## src/verilog/id_config.svh

```systemverilog
/* Decode stage widths and instruction field positions.
   Field positions follow the classic 32-bit MIPS encoding */
`ifndef ID_CONFIG_SVH
`define ID_CONFIG_SVH

`define ID_DATA_WIDTH     32   // Data and address width
`define ID_REG_COUNT      32
`define ID_REG_ADDR_WIDTH 5
`define ID_LINK_REG       31   // jal and linking branches write here
`define ID_INSTR_STEP     4    // Bytes between instructions

////////////////////
// Instruction fields
`define ID_OP_HI    31
`define ID_OP_LO    26
`define ID_RS_HI    25
`define ID_RS_LO    21
`define ID_RT_HI    20
`define ID_RT_LO    16
`define ID_RD_HI    15
`define ID_RD_LO    11
`define ID_SHAMT_HI 10
`define ID_SHAMT_LO 6
`define ID_FUNCT_HI 5
`define ID_FUNCT_LO 0
`define ID_IMM_HI   15
`define ID_IMM_LO   0
`define ID_JIDX_HI  25
`define ID_JIDX_LO  0

`endif

```

## src/verilog/idPkg.sv

```systemverilog
/* Encodings shared by the decode stage and the execute stage behind it.
   Only the kept integer subset has opcode and function codes here */
`include "id_config.svh"

package idPkg;

	// Primary opcodes
	typedef enum logic [`ID_OP_HI-`ID_OP_LO:0] {
		OP_SPECIAL = 6'h00,
		OP_REGIMM  = 6'h01,
		OP_J       = 6'h02,
		OP_JAL     = 6'h03,
		OP_BEQ     = 6'h04,
		OP_BNE     = 6'h05,
		OP_BLEZ    = 6'h06,
		OP_BGTZ    = 6'h07,
		OP_ADDI    = 6'h08,
		OP_ADDIU   = 6'h09,
		OP_SLTI    = 6'h0a,
		OP_SLTIU   = 6'h0b,
		OP_ANDI    = 6'h0c,
		OP_ORI     = 6'h0d,
		OP_XORI    = 6'h0e,
		OP_LUI     = 6'h0f,
		OP_LW      = 6'h23,
		OP_SW      = 6'h2b
	} opcodeT;

	// SPECIAL function field
	typedef enum logic [`ID_FUNCT_HI-`ID_FUNCT_LO:0] {
		FN_SLL  = 6'h00, FN_SRL  = 6'h02, FN_SRA  = 6'h03,
		FN_SLLV = 6'h04, FN_SRLV = 6'h06, FN_SRAV = 6'h07,
		FN_JR   = 6'h08, FN_JALR = 6'h09,
		FN_ADD  = 6'h20, FN_ADDU = 6'h21, FN_SUB  = 6'h22, FN_SUBU = 6'h23,
		FN_AND  = 6'h24, FN_OR   = 6'h25, FN_XOR  = 6'h26, FN_NOR  = 6'h27,
		FN_SLT  = 6'h2a, FN_SLTU = 6'h2b
	} functT;

	// Execute operations, ADD sits at zero
	typedef enum logic [4:0] {
		ALU_ADD, ALU_ADDU, ALU_SUB, ALU_SUBU,
		ALU_AND, ALU_OR, ALU_XOR, ALU_NOR,
		ALU_SLT, ALU_SLTU,
		ALU_SLL, ALU_SRL, ALU_SRA, ALU_SLLV, ALU_SRLV, ALU_SRAV,
		ALU_LUI, ALU_NOP
	} aluOpT;

	typedef enum logic [2:0] {
		BR_NONE, BR_EQ, BR_NE, BR_LEZ, BR_GTZ, BR_LTZ, BR_GEZ
	} branchCondT;

endpackage

```

## src/verilog/instrDecoder.sv

```systemverilog
/* Pure combinational decode of one instruction word.
   Anything outside the kept subset comes out as a bubble */
`timescale 1ns/1ps
`include "id_config.svh"

module instrDecoder (
	input  logic [`ID_DATA_WIDTH-1:0]     instr,
	output logic [`ID_REG_ADDR_WIDTH-1:0] rs,
	output logic [`ID_REG_ADDR_WIDTH-1:0] rt,
	output logic [`ID_REG_ADDR_WIDTH-1:0] destSel,
	output logic [`ID_DATA_WIDTH-1:0]     imm,
	output idPkg::aluOpT                  aluOp,
	output idPkg::branchCondT             branchCond,
	output logic                          jump,
	output logic                          jumpReg,
	output logic                          link,
	output logic                          aluSrcImm,
	output logic                          memRead,
	output logic                          memWrite,
	output logic                          memToReg,
	output logic                          regWrite
);

	localparam int IMM_W = `ID_IMM_HI - `ID_IMM_LO + 1;
	localparam logic [`ID_REG_ADDR_WIDTH-1:0] LINK_REG = `ID_LINK_REG;

	idPkg::opcodeT opcode;
	idPkg::functT  funct;
	logic          rdSel;   // R-type writes rd
	logic          zeroExt; // Logical immediates

	assign opcode = idPkg::opcodeT'(instr[`ID_OP_HI:`ID_OP_LO]);
	assign funct  = idPkg::functT'(instr[`ID_FUNCT_HI:`ID_FUNCT_LO]);
	assign rs     = instr[`ID_RS_HI:`ID_RS_LO];
	assign rt     = instr[`ID_RT_HI:`ID_RT_LO];

	assign destSel = rdSel ? instr[`ID_RD_HI:`ID_RD_LO] : (link ? LINK_REG : rt);
	assign imm = zeroExt ? {{(`ID_DATA_WIDTH-IMM_W){1'b0}}, instr[`ID_IMM_HI:`ID_IMM_LO]}
		: {{(`ID_DATA_WIDTH-IMM_W){instr[`ID_IMM_HI]}}, instr[`ID_IMM_HI:`ID_IMM_LO]};

	always_comb begin
		// Bubble unless a case below says otherwise
		aluOp      = idPkg::ALU_NOP;
		branchCond = idPkg::BR_NONE;
		jump       = 1'b0;
		jumpReg    = 1'b0;
		link       = 1'b0;
		aluSrcImm  = 1'b0;
		memRead    = 1'b0;
		memWrite   = 1'b0;
		memToReg   = 1'b0;
		regWrite   = 1'b0;
		rdSel      = 1'b0;
		zeroExt    = 1'b0;
		case (opcode)
			idPkg::OP_SPECIAL: begin
				rdSel = 1'b1;
				case (funct)
					idPkg::FN_SLL:  aluOp = idPkg::ALU_SLL;
					idPkg::FN_SRL:  aluOp = idPkg::ALU_SRL;
					idPkg::FN_SRA:  aluOp = idPkg::ALU_SRA;
					idPkg::FN_SLLV: aluOp = idPkg::ALU_SLLV;
					idPkg::FN_SRLV: aluOp = idPkg::ALU_SRLV;
					idPkg::FN_SRAV: aluOp = idPkg::ALU_SRAV;
					idPkg::FN_ADD:  aluOp = idPkg::ALU_ADD;
					idPkg::FN_ADDU: aluOp = idPkg::ALU_ADDU;
					idPkg::FN_SUB:  aluOp = idPkg::ALU_SUB;
					idPkg::FN_SUBU: aluOp = idPkg::ALU_SUBU;
					idPkg::FN_AND:  aluOp = idPkg::ALU_AND;
					idPkg::FN_OR:   aluOp = idPkg::ALU_OR;
					idPkg::FN_XOR:  aluOp = idPkg::ALU_XOR;
					idPkg::FN_NOR:  aluOp = idPkg::ALU_NOR;
					idPkg::FN_SLT:  aluOp = idPkg::ALU_SLT;
					idPkg::FN_SLTU: aluOp = idPkg::ALU_SLTU;
					idPkg::FN_JR: begin
						jump    = 1'b1;
						jumpReg = 1'b1;
					end
					idPkg::FN_JALR: begin
						jump    = 1'b1;
						jumpReg = 1'b1;
						link    = 1'b1;
						aluOp   = idPkg::ALU_ADD; // Link address built in EX
					end
					default: ;
				endcase
				regWrite = (aluOp != idPkg::ALU_NOP);
			end
			idPkg::OP_REGIMM: begin
				case (rt)
					5'b00000, 5'b10000: branchCond = idPkg::BR_LTZ; // bltz, bltzal
					5'b00001, 5'b10001: branchCond = idPkg::BR_GEZ; // bgez, bgezal
					default: ;
				endcase
				if (branchCond != idPkg::BR_NONE && rt[4]) begin
					link     = 1'b1;
					regWrite = 1'b1;
					aluOp    = idPkg::ALU_ADD;
				end
			end
			idPkg::OP_J: jump = 1'b1;
			idPkg::OP_JAL: begin
				jump     = 1'b1;
				link     = 1'b1;
				regWrite = 1'b1;
				aluOp    = idPkg::ALU_ADD;
			end
			idPkg::OP_BEQ:  branchCond = idPkg::BR_EQ;
			idPkg::OP_BNE:  branchCond = idPkg::BR_NE;
			idPkg::OP_BLEZ: branchCond = idPkg::BR_LEZ;
			idPkg::OP_BGTZ: branchCond = idPkg::BR_GTZ;
			idPkg::OP_ADDI, idPkg::OP_ADDIU, idPkg::OP_SLTI, idPkg::OP_SLTIU,
			idPkg::OP_ANDI, idPkg::OP_ORI, idPkg::OP_XORI, idPkg::OP_LUI: begin
				aluSrcImm = 1'b1;
				regWrite  = 1'b1;
				case (opcode)
					idPkg::OP_ADDI:  aluOp = idPkg::ALU_ADD;
					idPkg::OP_ADDIU: aluOp = idPkg::ALU_ADDU;
					idPkg::OP_SLTI:  aluOp = idPkg::ALU_SLT;
					idPkg::OP_SLTIU: aluOp = idPkg::ALU_SLTU;
					idPkg::OP_ANDI:  aluOp = idPkg::ALU_AND;
					idPkg::OP_ORI:   aluOp = idPkg::ALU_OR;
					idPkg::OP_XORI:  aluOp = idPkg::ALU_XOR;
					default:         aluOp = idPkg::ALU_LUI;
				endcase
				zeroExt = (opcode == idPkg::OP_ANDI) || (opcode == idPkg::OP_ORI)
					|| (opcode == idPkg::OP_XORI);
			end
			idPkg::OP_LW: begin
				aluOp     = idPkg::ALU_ADD; // Base plus offset
				aluSrcImm = 1'b1;
				memRead   = 1'b1;
				memToReg  = 1'b1;
				regWrite  = 1'b1;
			end
			idPkg::OP_SW: begin
				aluOp     = idPkg::ALU_ADD;
				aluSrcImm = 1'b1;
				memWrite  = 1'b1;
			end
			default: ;
		endcase
	end

endmodule

```

## src/verilog/regFile.sv

```systemverilog
/* 32 x 32 register file, two asynchronous reads and one write port.
   No write-to-read bypass, a write shows up after its clock edge */
`timescale 1ns/1ps
`include "id_config.svh"

module regFile (
	input  logic                          CLK,
	input  logic                          RESET,
	input  logic                          wbEnable,
	input  logic [`ID_REG_ADDR_WIDTH-1:0] wbReg,
	input  logic [`ID_DATA_WIDTH-1:0]     wbData,
	input  logic [`ID_REG_ADDR_WIDTH-1:0] rs,
	input  logic [`ID_REG_ADDR_WIDTH-1:0] rt,
	output logic [`ID_DATA_WIDTH-1:0]     readA,
	output logic [`ID_DATA_WIDTH-1:0]     readB
);

	logic [`ID_DATA_WIDTH-1:0] regs [`ID_REG_COUNT];

	always_ff @(posedge CLK or negedge RESET) begin
		if (!RESET) begin
			for (int i = 0; i < `ID_REG_COUNT; i++) begin
				regs[i] <= '0;
			end
		end else if (wbEnable && wbReg != '0) begin // Register 0 never written
			regs[wbReg] <= wbData;
		end
	end

	// Register 0 reads as zero
	assign readA = (rs == '0) ? '0 : regs[rs];
	assign readB = (rt == '0) ? '0 : regs[rt];

endmodule

```

## src/verilog/operandForward.sv

```systemverilog
/* Picks the newest in-flight value for each source register.
   Priority EX, MEM, WB, then the register file; register 0 is never forwarded */
`timescale 1ns/1ps
`include "id_config.svh"

module operandForward (
	input  logic [`ID_REG_ADDR_WIDTH-1:0] rs,
	input  logic [`ID_REG_ADDR_WIDTH-1:0] rt,
	input  logic [`ID_DATA_WIDTH-1:0]     readA,
	input  logic [`ID_DATA_WIDTH-1:0]     readB,
	input  logic                          exWriteBack, // Instruction now in EX
	input  logic [`ID_REG_ADDR_WIDTH-1:0] exReg,
	input  logic [`ID_DATA_WIDTH-1:0]     exResult,
	input  logic                          memWbEnable,
	input  logic [`ID_REG_ADDR_WIDTH-1:0] memWbReg,
	input  logic [`ID_DATA_WIDTH-1:0]     memData,
	input  logic                          wbEnable,
	input  logic [`ID_REG_ADDR_WIDTH-1:0] wbReg,
	input  logic [`ID_DATA_WIDTH-1:0]     wbData,
	output logic [`ID_DATA_WIDTH-1:0]     fwdA,
	output logic [`ID_DATA_WIDTH-1:0]     fwdB
);

	function automatic logic [`ID_DATA_WIDTH-1:0] pickNewest(
		input logic [`ID_REG_ADDR_WIDTH-1:0] src,
		input logic [`ID_DATA_WIDTH-1:0]     fileVal
	);
		if (src == '0)
			pickNewest = fileVal; // Already zero from the file
		else if (exWriteBack && exReg == src)
			pickNewest = exResult;
		else if (memWbEnable && memWbReg == src)
			pickNewest = memData;
		else if (wbEnable && wbReg == src)
			pickNewest = wbData;
		else
			pickNewest = fileVal;
	endfunction

	always_comb begin
		fwdA = pickNewest(rs, readA);
		fwdB = pickNewest(rt, readB);
	end

endmodule

```

## src/verilog/branchUnit.sv

```systemverilog
/* Resolves branches and jumps in decode on forwarded operands.
   Targets are relative to the fall-through address of the branch itself */
`timescale 1ns/1ps
`include "id_config.svh"

module branchUnit (
	input  logic [`ID_DATA_WIDTH-1:0] instrAddr,
	input  logic [`ID_DATA_WIDTH-1:0] instr,
	input  logic [`ID_DATA_WIDTH-1:0] imm,
	input  logic [`ID_DATA_WIDTH-1:0] fwdA,
	input  logic [`ID_DATA_WIDTH-1:0] fwdB,
	input  idPkg::branchCondT         branchCond,
	input  logic                      jump,
	input  logic                      jumpReg,
	output logic                      taken,
	output logic [`ID_DATA_WIDTH-1:0] nextAddr,
	output logic                      redirect
);

	localparam logic [`ID_DATA_WIDTH-1:0] STEP = `ID_INSTR_STEP;

	logic [`ID_DATA_WIDTH-1:0] fallThrough;
	logic [`ID_DATA_WIDTH-1:0] branchTarget;
	logic [`ID_DATA_WIDTH-1:0] jumpTarget;
	logic                      negA;
	logic                      zeroA;

	assign fallThrough  = instrAddr + STEP;
	assign branchTarget = fallThrough + (imm << 2);
	assign jumpTarget   = {fallThrough[`ID_DATA_WIDTH-1:`ID_DATA_WIDTH-4],
		instr[`ID_JIDX_HI:`ID_JIDX_LO], 2'b00};

	assign negA  = fwdA[`ID_DATA_WIDTH-1];
	assign zeroA = (fwdA == '0);

	always_comb begin
		case (branchCond)
			idPkg::BR_EQ:  taken = (fwdA == fwdB);
			idPkg::BR_NE:  taken = (fwdA != fwdB);
			idPkg::BR_LEZ: taken = negA || zeroA;
			idPkg::BR_GTZ: taken = !negA && !zeroA;
			idPkg::BR_LTZ: taken = negA;
			idPkg::BR_GEZ: taken = !negA;
			default:       taken = 1'b0;
		endcase
	end

	assign nextAddr = jumpReg ? fwdA : (jump ? jumpTarget : (taken ? branchTarget : fallThrough));
	assign redirect = jump || taken; // Flush the fetch slot

endmodule

```

## src/verilog/idPipeReg.sv

```systemverilog
/* ID/EX register. Freeze holds every output, reset clears them all.
   Link instructions hand EX the fall-through address and the step to add */
`timescale 1ns/1ps
`include "id_config.svh"

module idPipeReg (
	input  logic                          CLK,
	input  logic                          RESET,
	input  logic                          freeze,
	input  logic [`ID_REG_ADDR_WIDTH-1:0] rs,
	input  logic [`ID_REG_ADDR_WIDTH-1:0] rt,
	input  logic [`ID_REG_ADDR_WIDTH-1:0] destSel,
	input  idPkg::aluOpT                  decAluOp,
	input  logic                          link,
	input  logic                          decAluSrcImm,
	input  logic                          decMemRead,
	input  logic                          decMemWrite,
	input  logic                          decMemToReg,
	input  logic                          regWrite,
	input  logic [`ID_DATA_WIDTH-1:0]     readA,
	input  logic [`ID_DATA_WIDTH-1:0]     readB,
	input  logic [`ID_DATA_WIDTH-1:0]     imm,
	input  logic [`ID_DATA_WIDTH-1:0]     instr,
	input  logic [`ID_DATA_WIDTH-1:0]     instrAddr,
	input  logic                          taken,
	input  logic [`ID_DATA_WIDTH-1:0]     nextAddr,
	output logic [`ID_DATA_WIDTH-1:0]     opA,
	output logic [`ID_DATA_WIDTH-1:0]     opB,
	output logic [`ID_DATA_WIDTH-1:0]     storeData,
	output logic [`ID_REG_ADDR_WIDTH-1:0] destReg,
	output logic [`ID_REG_ADDR_WIDTH-1:0] srcRegA,
	output logic [`ID_REG_ADDR_WIDTH-1:0] srcRegB,
	output logic [`ID_SHAMT_HI-`ID_SHAMT_LO:0] shamt,
	output idPkg::aluOpT                  aluOp,
	output logic                          aluSrcImm,
	output logic                          memRead,
	output logic                          memWrite,
	output logic                          memToReg,
	output logic                          writeBack,
	output logic                          branchTaken,
	output logic [`ID_DATA_WIDTH-1:0]     pcNext
);

	localparam logic [`ID_DATA_WIDTH-1:0] STEP = `ID_INSTR_STEP;

	always_ff @(posedge CLK or negedge RESET) begin
		if (!RESET) begin
			opA         <= '0;
			opB         <= '0;
			storeData   <= '0;
			destReg     <= '0;
			srcRegA     <= '0;
			srcRegB     <= '0;
			shamt       <= '0;
			aluOp       <= idPkg::ALU_ADD; // Zero encoding
			aluSrcImm   <= 1'b0;
			memRead     <= 1'b0;
			memWrite    <= 1'b0;
			memToReg    <= 1'b0;
			writeBack   <= 1'b0;
			branchTaken <= 1'b0;
			pcNext      <= '0;
		end else if (!freeze) begin
			opA         <= link ? instrAddr + STEP : readA;
			opB         <= link ? STEP : (decAluSrcImm ? imm : readB);
			storeData   <= readB;
			destReg     <= destSel;
			srcRegA     <= link ? '0 : rs; // EX must not forward into link operands
			srcRegB     <= (link || decAluSrcImm) ? '0 : rt;
			shamt       <= instr[`ID_SHAMT_HI:`ID_SHAMT_LO];
			aluOp       <= decAluOp;
			aluSrcImm   <= decAluSrcImm;
			memRead     <= decMemRead;
			memWrite    <= decMemWrite;
			memToReg    <= decMemToReg;
			writeBack   <= regWrite && (destSel != '0);
			branchTaken <= taken;
			pcNext      <= nextAddr;
		end
	end

endmodule

```

## src/verilog/idStage.sv

```systemverilog
/* Decode stage of the five-stage pipeline, top level.
   exResult must belong to the instruction held on the registered outputs */
`timescale 1ns/1ps
`include "id_config.svh"

module idStage (
	input  logic                          CLK,
	input  logic                          RESET,
	input  logic                          freeze,
	input  logic [`ID_DATA_WIDTH-1:0]     instr,
	input  logic [`ID_DATA_WIDTH-1:0]     instrAddr,
	input  logic                          wbEnable,
	input  logic [`ID_REG_ADDR_WIDTH-1:0] wbReg,
	input  logic [`ID_DATA_WIDTH-1:0]     wbData,
	input  logic                          memWbEnable,
	input  logic [`ID_REG_ADDR_WIDTH-1:0] memWbReg,
	input  logic [`ID_DATA_WIDTH-1:0]     memData,
	input  logic [`ID_DATA_WIDTH-1:0]     exResult,
	output logic [`ID_DATA_WIDTH-1:0]     opA,
	output logic [`ID_DATA_WIDTH-1:0]     opB,
	output logic [`ID_DATA_WIDTH-1:0]     storeData,
	output logic [`ID_REG_ADDR_WIDTH-1:0] destReg,
	output logic [`ID_REG_ADDR_WIDTH-1:0] srcRegA,
	output logic [`ID_REG_ADDR_WIDTH-1:0] srcRegB,
	output logic [`ID_SHAMT_HI-`ID_SHAMT_LO:0] shamt,
	output idPkg::aluOpT                  aluOp,
	output logic                          aluSrcImm,
	output logic                          memRead,
	output logic                          memWrite,
	output logic                          memToReg,
	output logic                          writeBack,
	output logic                          branchTaken,
	output logic [`ID_DATA_WIDTH-1:0]     pcNext,
	output logic                          fetchFlush
);

	logic [`ID_REG_ADDR_WIDTH-1:0] rs, rt, destSel;
	logic [`ID_DATA_WIDTH-1:0]     imm, readA, readB, fwdA, fwdB, nextAddr;
	idPkg::aluOpT                  decAluOp;
	idPkg::branchCondT             branchCond;
	logic jump, jumpReg, link, decAluSrcImm, decMemRead, decMemWrite, decMemToReg;
	logic regWrite, taken;

	////////////////////
	// Decode and operands
	instrDecoder u_instrDecoder (
		.instr(instr), .rs(rs), .rt(rt), .destSel(destSel), .imm(imm),
		.aluOp(decAluOp), .branchCond(branchCond), .jump(jump), .jumpReg(jumpReg),
		.link(link), .aluSrcImm(decAluSrcImm), .memRead(decMemRead),
		.memWrite(decMemWrite), .memToReg(decMemToReg), .regWrite(regWrite)
	);

	regFile u_regFile (
		.CLK(CLK), .RESET(RESET), .wbEnable(wbEnable), .wbReg(wbReg),
		.wbData(wbData), .rs(rs), .rt(rt), .readA(readA), .readB(readB)
	);

	// EX producer is whatever sits in the pipe register now
	operandForward u_operandForward (
		.rs(rs), .rt(rt), .readA(readA), .readB(readB),
		.exWriteBack(writeBack), .exReg(destReg), .exResult(exResult),
		.memWbEnable(memWbEnable), .memWbReg(memWbReg), .memData(memData),
		.wbEnable(wbEnable), .wbReg(wbReg), .wbData(wbData),
		.fwdA(fwdA), .fwdB(fwdB)
	);

	////////////////////
	// Redirect and ID/EX
	branchUnit u_branchUnit (
		.instrAddr(instrAddr), .instr(instr), .imm(imm), .fwdA(fwdA), .fwdB(fwdB),
		.branchCond(branchCond), .jump(jump), .jumpReg(jumpReg),
		.taken(taken), .nextAddr(nextAddr), .redirect(fetchFlush)
	);

	idPipeReg u_idPipeReg (
		.CLK(CLK), .RESET(RESET), .freeze(freeze), .rs(rs), .rt(rt),
		.destSel(destSel), .decAluOp(decAluOp), .link(link),
		.decAluSrcImm(decAluSrcImm), .decMemRead(decMemRead),
		.decMemWrite(decMemWrite), .decMemToReg(decMemToReg), .regWrite(regWrite),
		.readA(readA), .readB(readB), .imm(imm), .instr(instr),
		.instrAddr(instrAddr), .taken(taken), .nextAddr(nextAddr),
		.opA(opA), .opB(opB), .storeData(storeData), .destReg(destReg),
		.srcRegA(srcRegA), .srcRegB(srcRegB), .shamt(shamt), .aluOp(aluOp),
		.aluSrcImm(aluSrcImm), .memRead(memRead), .memWrite(memWrite),
		.memToReg(memToReg), .writeBack(writeBack), .branchTaken(branchTaken),
		.pcNext(pcNext)
	);

endmodule

```

## config.mk

```make
export PLATFORM = sky130hd
export DESIGN_NAME = idStage
export DESIGN_NICKNAME = d
export VERILOG_FILES = /design/src/verilog/idPkg.sv /design/src/verilog/instrDecoder.sv /design/src/verilog/regFile.sv /design/src/verilog/operandForward.sv /design/src/verilog/branchUnit.sv /design/src/verilog/idPipeReg.sv /design/src/verilog/idStage.sv
export VERILOG_INCLUDE_DIRS = /design/src /design/src/verilog
export SDC_FILE = /design/constraint.sdc
export NUM_CORES = 2
export LEC_CHECK = 0
export ABC_CLOCK_PERIOD_IN_PS = 8000
export BUFFER_PORTS_ARGS = -buffer_cell sky130_fd_sc_hd__buf_4
export CAP_MARGIN = 25
export CORE_ASPECT_RATIO = 0.6
export CORE_MARGIN = 10
export CORE_UTILIZATION = 40
export DETAILED_ROUTE_END_ITERATION = 8
export HOLD_SLACK_MARGIN = 0.12
export SLEW_MARGIN = 0
export SYNTH_ARGS = -nofsm -noshare
export SYNTH_HDL_FRONTEND = slang
export SYNTH_SLANG_ARGS = --single-unit
```

## constraint.sdc

```tcl
create_clock -name CLK -period 8 [get_ports CLK]
set_clock_uncertainty 0.05 [all_clocks]
set_input_delay 1.6 -clock CLK [delete_from_list [all_inputs] [get_ports CLK]]
set_output_delay 1.6 -clock CLK [all_outputs]
set_load 0.01 [all_outputs]
```

After elaboration in Yosys (flattened, before gate mapping). Cells that the tools add are included.

Add/subtract/negate cells: 2. Bitwise operators: 3. Magnitude comparators: 4. Equal/unequal tests: 52. Reduce and logical (&&, ||, !) cells: 35. Multiplexer cells: 51.

Operators with widths (count): bitwise mux 1024 bit (1); 2-to-1 mux 32 bit (22); binary-select mux 32 bit (select 5 bit) (2); demux 32 bit (select 5 bit) (1); one-hot mux 5 bit (16 select lines) (1); equality test 6 bit, second input constant (12); equality test 6 x 4 -> 1 bit, second input constant (10); equality test 6 x 3 -> 1 bit, second input constant (7); one-hot mux 5 bit (7 select lines) (1); adder 32 x 3 -> 32 bit, second input constant (1); adder 32 bit (1); equality test 32 bit (1); zero test 32 bit (1); inequality test 32 bit (1); equality test 5 bit (6); 2-to-1 mux 5 bit (6); equality test 6 x 2 -> 1 bit, second input constant (4); one-hot mux 5 bit (4 select lines) (1); OR reduction 10 bit (2); >= comparator 6 bit, second input constant (3); NOT 5 -> 6 bit (3); one-hot mux 3 bit (5 select lines) (1); zero test 6 bit (2); logical AND 1 bit (11); other kinds (22) (46).

Output and inout bits: 160. Bits of input ports: 175. Flip-flop bits (word level): 1182.

Depth between registers and ports, before layout.
Depth after elaboration: 16. Mapped depth: 22. Mapped depth without buffers: 21.

Modules after synthesis. A second synthesis with hierarchy kept.

Cells, all modules: 5522. Area total of the unflattened synthesis: 69051.2 um^2.

By module, submodules not included: regFile (cells each 3771, instances 1, sequential area each 25624.6 um^2, area an instance 54511.0 um^2); idPipeReg (cells each 602, instances 1, sequential area each 3978.8 um^2, area an instance 7036.7 um^2); branchUnit (cells each 540, instances 1, sequential area each 0.0 um^2, area an instance 3648.5 um^2); operandForward (cells each 463, instances 1, sequential area each 0.0 um^2, area an instance 2897.8 um^2); instrDecoder (cells each 146, instances 1, sequential area each 0.0 um^2, area an instance 957.2 um^2).

Least setup slack after synthesis. No wires, ideal clock.

Path kind: input -> output. Start: input instr[21]. End: output fetchFlush. Slack: 1.172 ns. Arrival time: 5.178 ns. Stages on the path: 18. Buffers on the path: 7. Required time: 6.350 ns. Cells stage by stage: buf_6 -> buf_8 -> buf_6 -> buf_6 -> buf_2 -> mux4_2 -> a22oi_1 -> nand4_1 -> nor4_1 -> o2111ai_1 -> or3_1 -> o32a_1 -> o41ai_2 -> o21ai_1 -> a21oi_2 -> buf_6 -> buf_6 -> nand2_1.

Cells in the longest elaborated chain, start to end: 14.

RTL lines: start, declared (line idStage.sv:10) `` input logic [`ID_DATA_WIDTH-1:0] instr, ``; NOT 5 -> 6 bit (implied by the code) (line regFile.sv:31) `assign readA = (rs == '0) ? '0 : regs[rs];`; binary-select mux 32 bit (select 5 bit) (line regFile.sv:31); 2-to-1 mux 32 bit (implied by the code) (2 in a row) (line regFile.sv:31); 2-to-1 mux 32 bit (line regFile.sv:31); 2-to-1 mux 32 bit (line operandForward.sv:34) `else if (wbEnable && wbReg == src)`; 2-to-1 mux 32 bit (line operandForward.sv:32) `else if (memWbEnable && memWbReg == src)`; 2-to-1 mux 32 bit (line operandForward.sv:30) `else if (exWriteBack && exReg == src)`; 2-to-1 mux 32 bit * (line operandForward.sv:28) `if (src == '0)`; zero test 32 bit (line branchUnit.sv:34) `assign zeroA = (fwdA == '0);`; zero test 1 bit (line branchUnit.sv:41) `idPkg::BR_GTZ: taken = !negA && !zeroA;`; logical AND 1 bit (line branchUnit.sv:41); one-hot mux 1 bit (6 select lines) * (line branchUnit.sv:37) `case (branchCond)`; logical OR 1 bit * (line branchUnit.sv:49) `assign redirect = jump || taken;`; end, declared (line idStage.sv:34) `output logic fetchFlush`.

Mark *: on every way between the ends. The rest lies on a longest branch, timed or not. The select of a mux whose other input is x is not followed.

Final worst setup path.
Start: input instr[20]. End: output fetchFlush.

Cells in the longest elaborated chain, start to end: 12.

RTL lines: NOT 5 -> 6 bit (implied by the code) (line regFile.sv:32) `assign readB = (rt == '0) ? '0 : regs[rt];`; binary-select mux 32 bit (select 5 bit) (line regFile.sv:32); 2-to-1 mux 32 bit (implied by the code) (2 in a row) (line regFile.sv:32); 2-to-1 mux 32 bit (line regFile.sv:32); 2-to-1 mux 32 bit (line operandForward.sv:34); 2-to-1 mux 32 bit (line operandForward.sv:32); 2-to-1 mux 32 bit (line operandForward.sv:30); 2-to-1 mux 32 bit (line operandForward.sv:28); inequality test 32 bit or equality test 32 bit (tied branches) (line branchUnit.sv:39, branchUnit.sv:38); one-hot mux 1 bit (6 select lines) * (line branchUnit.sv:37); logical OR 1 bit * (line branchUnit.sv:49).

Marked as above.

==> impl_metrics.yaml <==
route:
  first_pass_iters: 6
  drc_errors: 0
  avgViaCountPerCell: 6.77
  detail-route-antenna-nets: 0
  totalWireLength_microns: 307000
  wl_per_cell_microns: 39.0
  first_iter_violations: 8778
  dr_total_vias: 53200
synthesis:
  synthCells: 5177
  synth_top_family_by_area: "multiplexers"
  synth_top_area_share: 0.447
  async_flop_share: 1.00
  yosys.area_share.simple: 0.0584
  syn_area_sq_um: 66200
  muxShareOfSynthArea: 0.346
  synth_seq_area_share: 0.447
  synth_compound_area_frac: 0.0901
  ys.flop_type: "dfrtp_1"
  postSynthNetCount: 5383
  yosys.area.top_type: "dfrtp_1"
  synth_cell_types: 97
  synthTopCellsByArea: "dfrtp_1 (45%), mux2_2 (17%), mux4_2 (14%)"
  syn_avg_cell_area_sq_um: 12.8
  synth_edf_count: 0
  synth_xor_xnor_area_share: 0.0147
  synth.ff_latch_count: 1182
  synthAdderAreaFrac: 0.00597
  yosysWarningCount: 0
sta:
  fin_setup_tns_ns: 0
  fmax_ghz: 0.126
  hold_viol_final: 0
  period_needed_ns: 7.92
  setup_ws_ns: 0.0846
  setup_viol: 0
  slew_headroom: 0.215
  drv_slew: 0
  holdWs_ns: 0.325
  worstMarginPinSlew_ns: 1.17
  fin_crit_sh: 0.989
placement:
  place_hpwl_microns: 214000
  dp.cells: 7634
  gp_congestion: 1.07
  dp_slack_ns: -0.369
  port-buffer-count: 334
global_routing:
  grt_pass1_wl_microns: 422000
  grt_max_degree: 168
  track_usage: 0.322
  grt_overflow: 0
  grt_pass1_vias: 50600
  antenna_found_initial: 25
worst_setup_path:
  r2r_start: "u_regFile.regs[777]$_DFFE_PN0P_"
  crit_required_ns: 6.35
  arrival_ns: 6.27
  crit_path_start_kind: "primary input"
  r2r_cells: 17
  cp-startpoint: "instr[20]"
  cp_max_fo: 34
  crit_type: "primary input to output port"
  rrSetupSlack_ns: 2.40
  crit_path_end_kind: "output port"
cts:
  cts.sinks: 1182
  clkTransAtPathRegs_ns: 0.06
  postCtsHoldBufs: 0
  clk_latency_ns: 0.77
  h-tree-depth: 3
  cts_buffer_depth: 3
  root_buffer: "clkbuf_16"
  cts_buffers: 111
  cts_tree: "yes"
  cts_setup_buffers: 0
power:
  p_clk_frac: 0.309
  switching_share: 0.320
  power_density_nw_per_um2: 241
  p_leak_uw: 0.0336
  internal_power_uw: 12700
  seqPwrFrac: 0.429
  pwr-share-comb: 0.262
  ir_drop_mv: 0.195
  netSwitchingPower_uw: 5950
floorplanning:
  core-area_sq_um: 164000
  die_h_microns: 335
  die_w_microns: 545
  initial_core_util: 0.403
  rows: 115
  ioPinCount: 335
  dieArea_sq_um: 183000
status:
  status: "finished clean"
finish:
  fill_cells: 14700
  final_core_util: 0.470
  drive_gt1_frac: 0.434
  area_delta_synth_final_pct: 16.6
  stdcell_count: 7851
  layout.nets: 5733
run:
  cap_violations: 0
worst_hold_path:
  worstHoldStart: "u_regFile.regs[994]$_DFFE_PN0P_"
  hold_class: "flip-flop to flip-flop"
  hold_depth: 0
[power by group through the flow]
stage | Sequential (uW) | Clock, uW | Combinational (uW)
3_5_place_dp | 8030 | 0 | 4710
6_report | 7990 | 5750 | 4870
5_1_grt | 8090 | 6020 | 5070
4_1_cts | 7930 | 5780 | 4730
2_1_floorplan | 7770 | 0 | 2790
3_3_place_gp | 7980 | 0 | 4650
[worst max-delay path, cell delays in order]
cell and delay [ns]:
buf_4 0.53, buf_4 0.35, and3b_1 0.26, buf_4 0.24
a22oi_1 0.37, nand4_1 0.17, buf_4 0.23, o2bb2ai_1 0.29
xnor2_1 0.11, a21oi_1 0.13, nor4b_2 0.51, buf_4 0.21
o21ai_0 0.12, o41ai_2 0.33, buf_4 0.18, o21ai_1 0.11
a21oi_4 0.18, nand2_1 0.08, buf_4 0.19
[synth_stat cells, types with 17 or more instances]
master and instances:
nand2_1 246, mux4_2 425, o21a_1 19, a22o_1 37, nand4_1 41, nand3_1 78
a22oi_1 161, ha_1 30, buf_6 24, buf_2 75, a221oi_1 34, dfrtp_1 1182
a211oi_1 26, mux2_2 992, nor3_1 53, xnor2_1 77, clkbuf_1 367, nand2b_1 17
a311oi_1 20, buf_4 19, xor2_1 34, or3_1 17, o22ai_1 53, o211ai_1 23
and3_1 35, o21ai_0 185, inv_1 55, nor2_1 173, mux2i_1 215, a21oi_1 129
buf_1 22
[worst paths after layout]
kind / to
min in group asynchronous: u_regFile.regs[619]$_DFFE_PN0P_
max in group asynchronous: u_regFile.regs[951]$_DFFE_PN0P_
min: u_regFile.regs[994]$_DFFE_PN0P_
max reg2reg: u_idPipeReg.pcNext[14]$_DFFE_PN0N_
min reg2reg: u_regFile.regs[994]$_DFFE_PN0P_
max: fetchFlush
[layer usage]
layer,up-vias,routed length (microns),global-route usage
li1,20500,-,-
met1,28200,131000,0.476
met2,3776,118000,0.415
met3,603,46800,0.146
met4,29,9370,0.0855
met5,-,645,0.0187
[flip-flops by register name, summed over array words and instances (netlist names), 5 cells and up]
register               cells
u_idPipeReg.aluOp          5
u_idPipeReg.destReg        5
u_idPipeReg.opA           32
u_idPipeReg.opB           32
u_idPipeReg.pcNext        32
u_idPipeReg.shamt          5
u_idPipeReg.srcRegA        5
u_idPipeReg.srcRegB        5
u_idPipeReg.storeData     32
u_regFile.regs          1024
[layout make-up]
| cell class | count | area (sq um) | area share |
|---|---|---|---|
| Multi-Input combinational cell | 3426 | 34400 | 0.446 |
| Timing Repair Buffer | 748 | 6360 | 0.0824 |
| Sequential cell | 1182 | 29600 | 0.383 |
| Clock inverter | 46 | 598 | 0.00775 |
| Antenna cell | 12 | 30.0 | 0.000389 |
| Inverter | 58 | 218 | 0.00282 |
| Clock buffer | 156 | 3200 | 0.0414 |
| Tap cell | 2223 | 2780 | 0.0360 |
[layout by cell type, fill, tap and decap left out, types with 77 or more instances in the layout]
cell,instances
a21oi_1,129
a22oi_1,161
buf_4,684
clkbuf_16,112
dfrtp_1,1182
mux2_2,992
mux2i_1,215
mux4_2,425
nand2_1,231
nand3_1,78
nor2_1,151
o21ai_0,184
xnor2_1,77
[per-stage QoR]
stage | instance area [sq um] | total power [uW]
detailed placement | 73300 | 12700
global placement | 73200 | 12600
CTS | 77100 | 18400
finish | 77200 | 18600
floorplan | 66200 | 10600
global route | 77200 | 19200
[cells by family (layout without fill, tap and decap cells)]
logic type	after synthesis	count (layout)
AO/OA/AOI/OAI	869	869
XOR/XNOR	111	111
adder cells (fa/ha/maj)	31	31
buffers and inverters	569	1008
flip-flops	1182	1182
multiplexers	1633	1633
other	0	12
AND/OR/NAND/NOR	782	782
[what timing repair did]
action | 4_1_cts | 5_1_grt
gates cloned | 0 | 0
gates resized for setup | 2 | 10
pin swaps | 0 | 1
endpoints found under the setup margin | 1 | 1
Note: power is estimated with default switching activity, not from simulation.
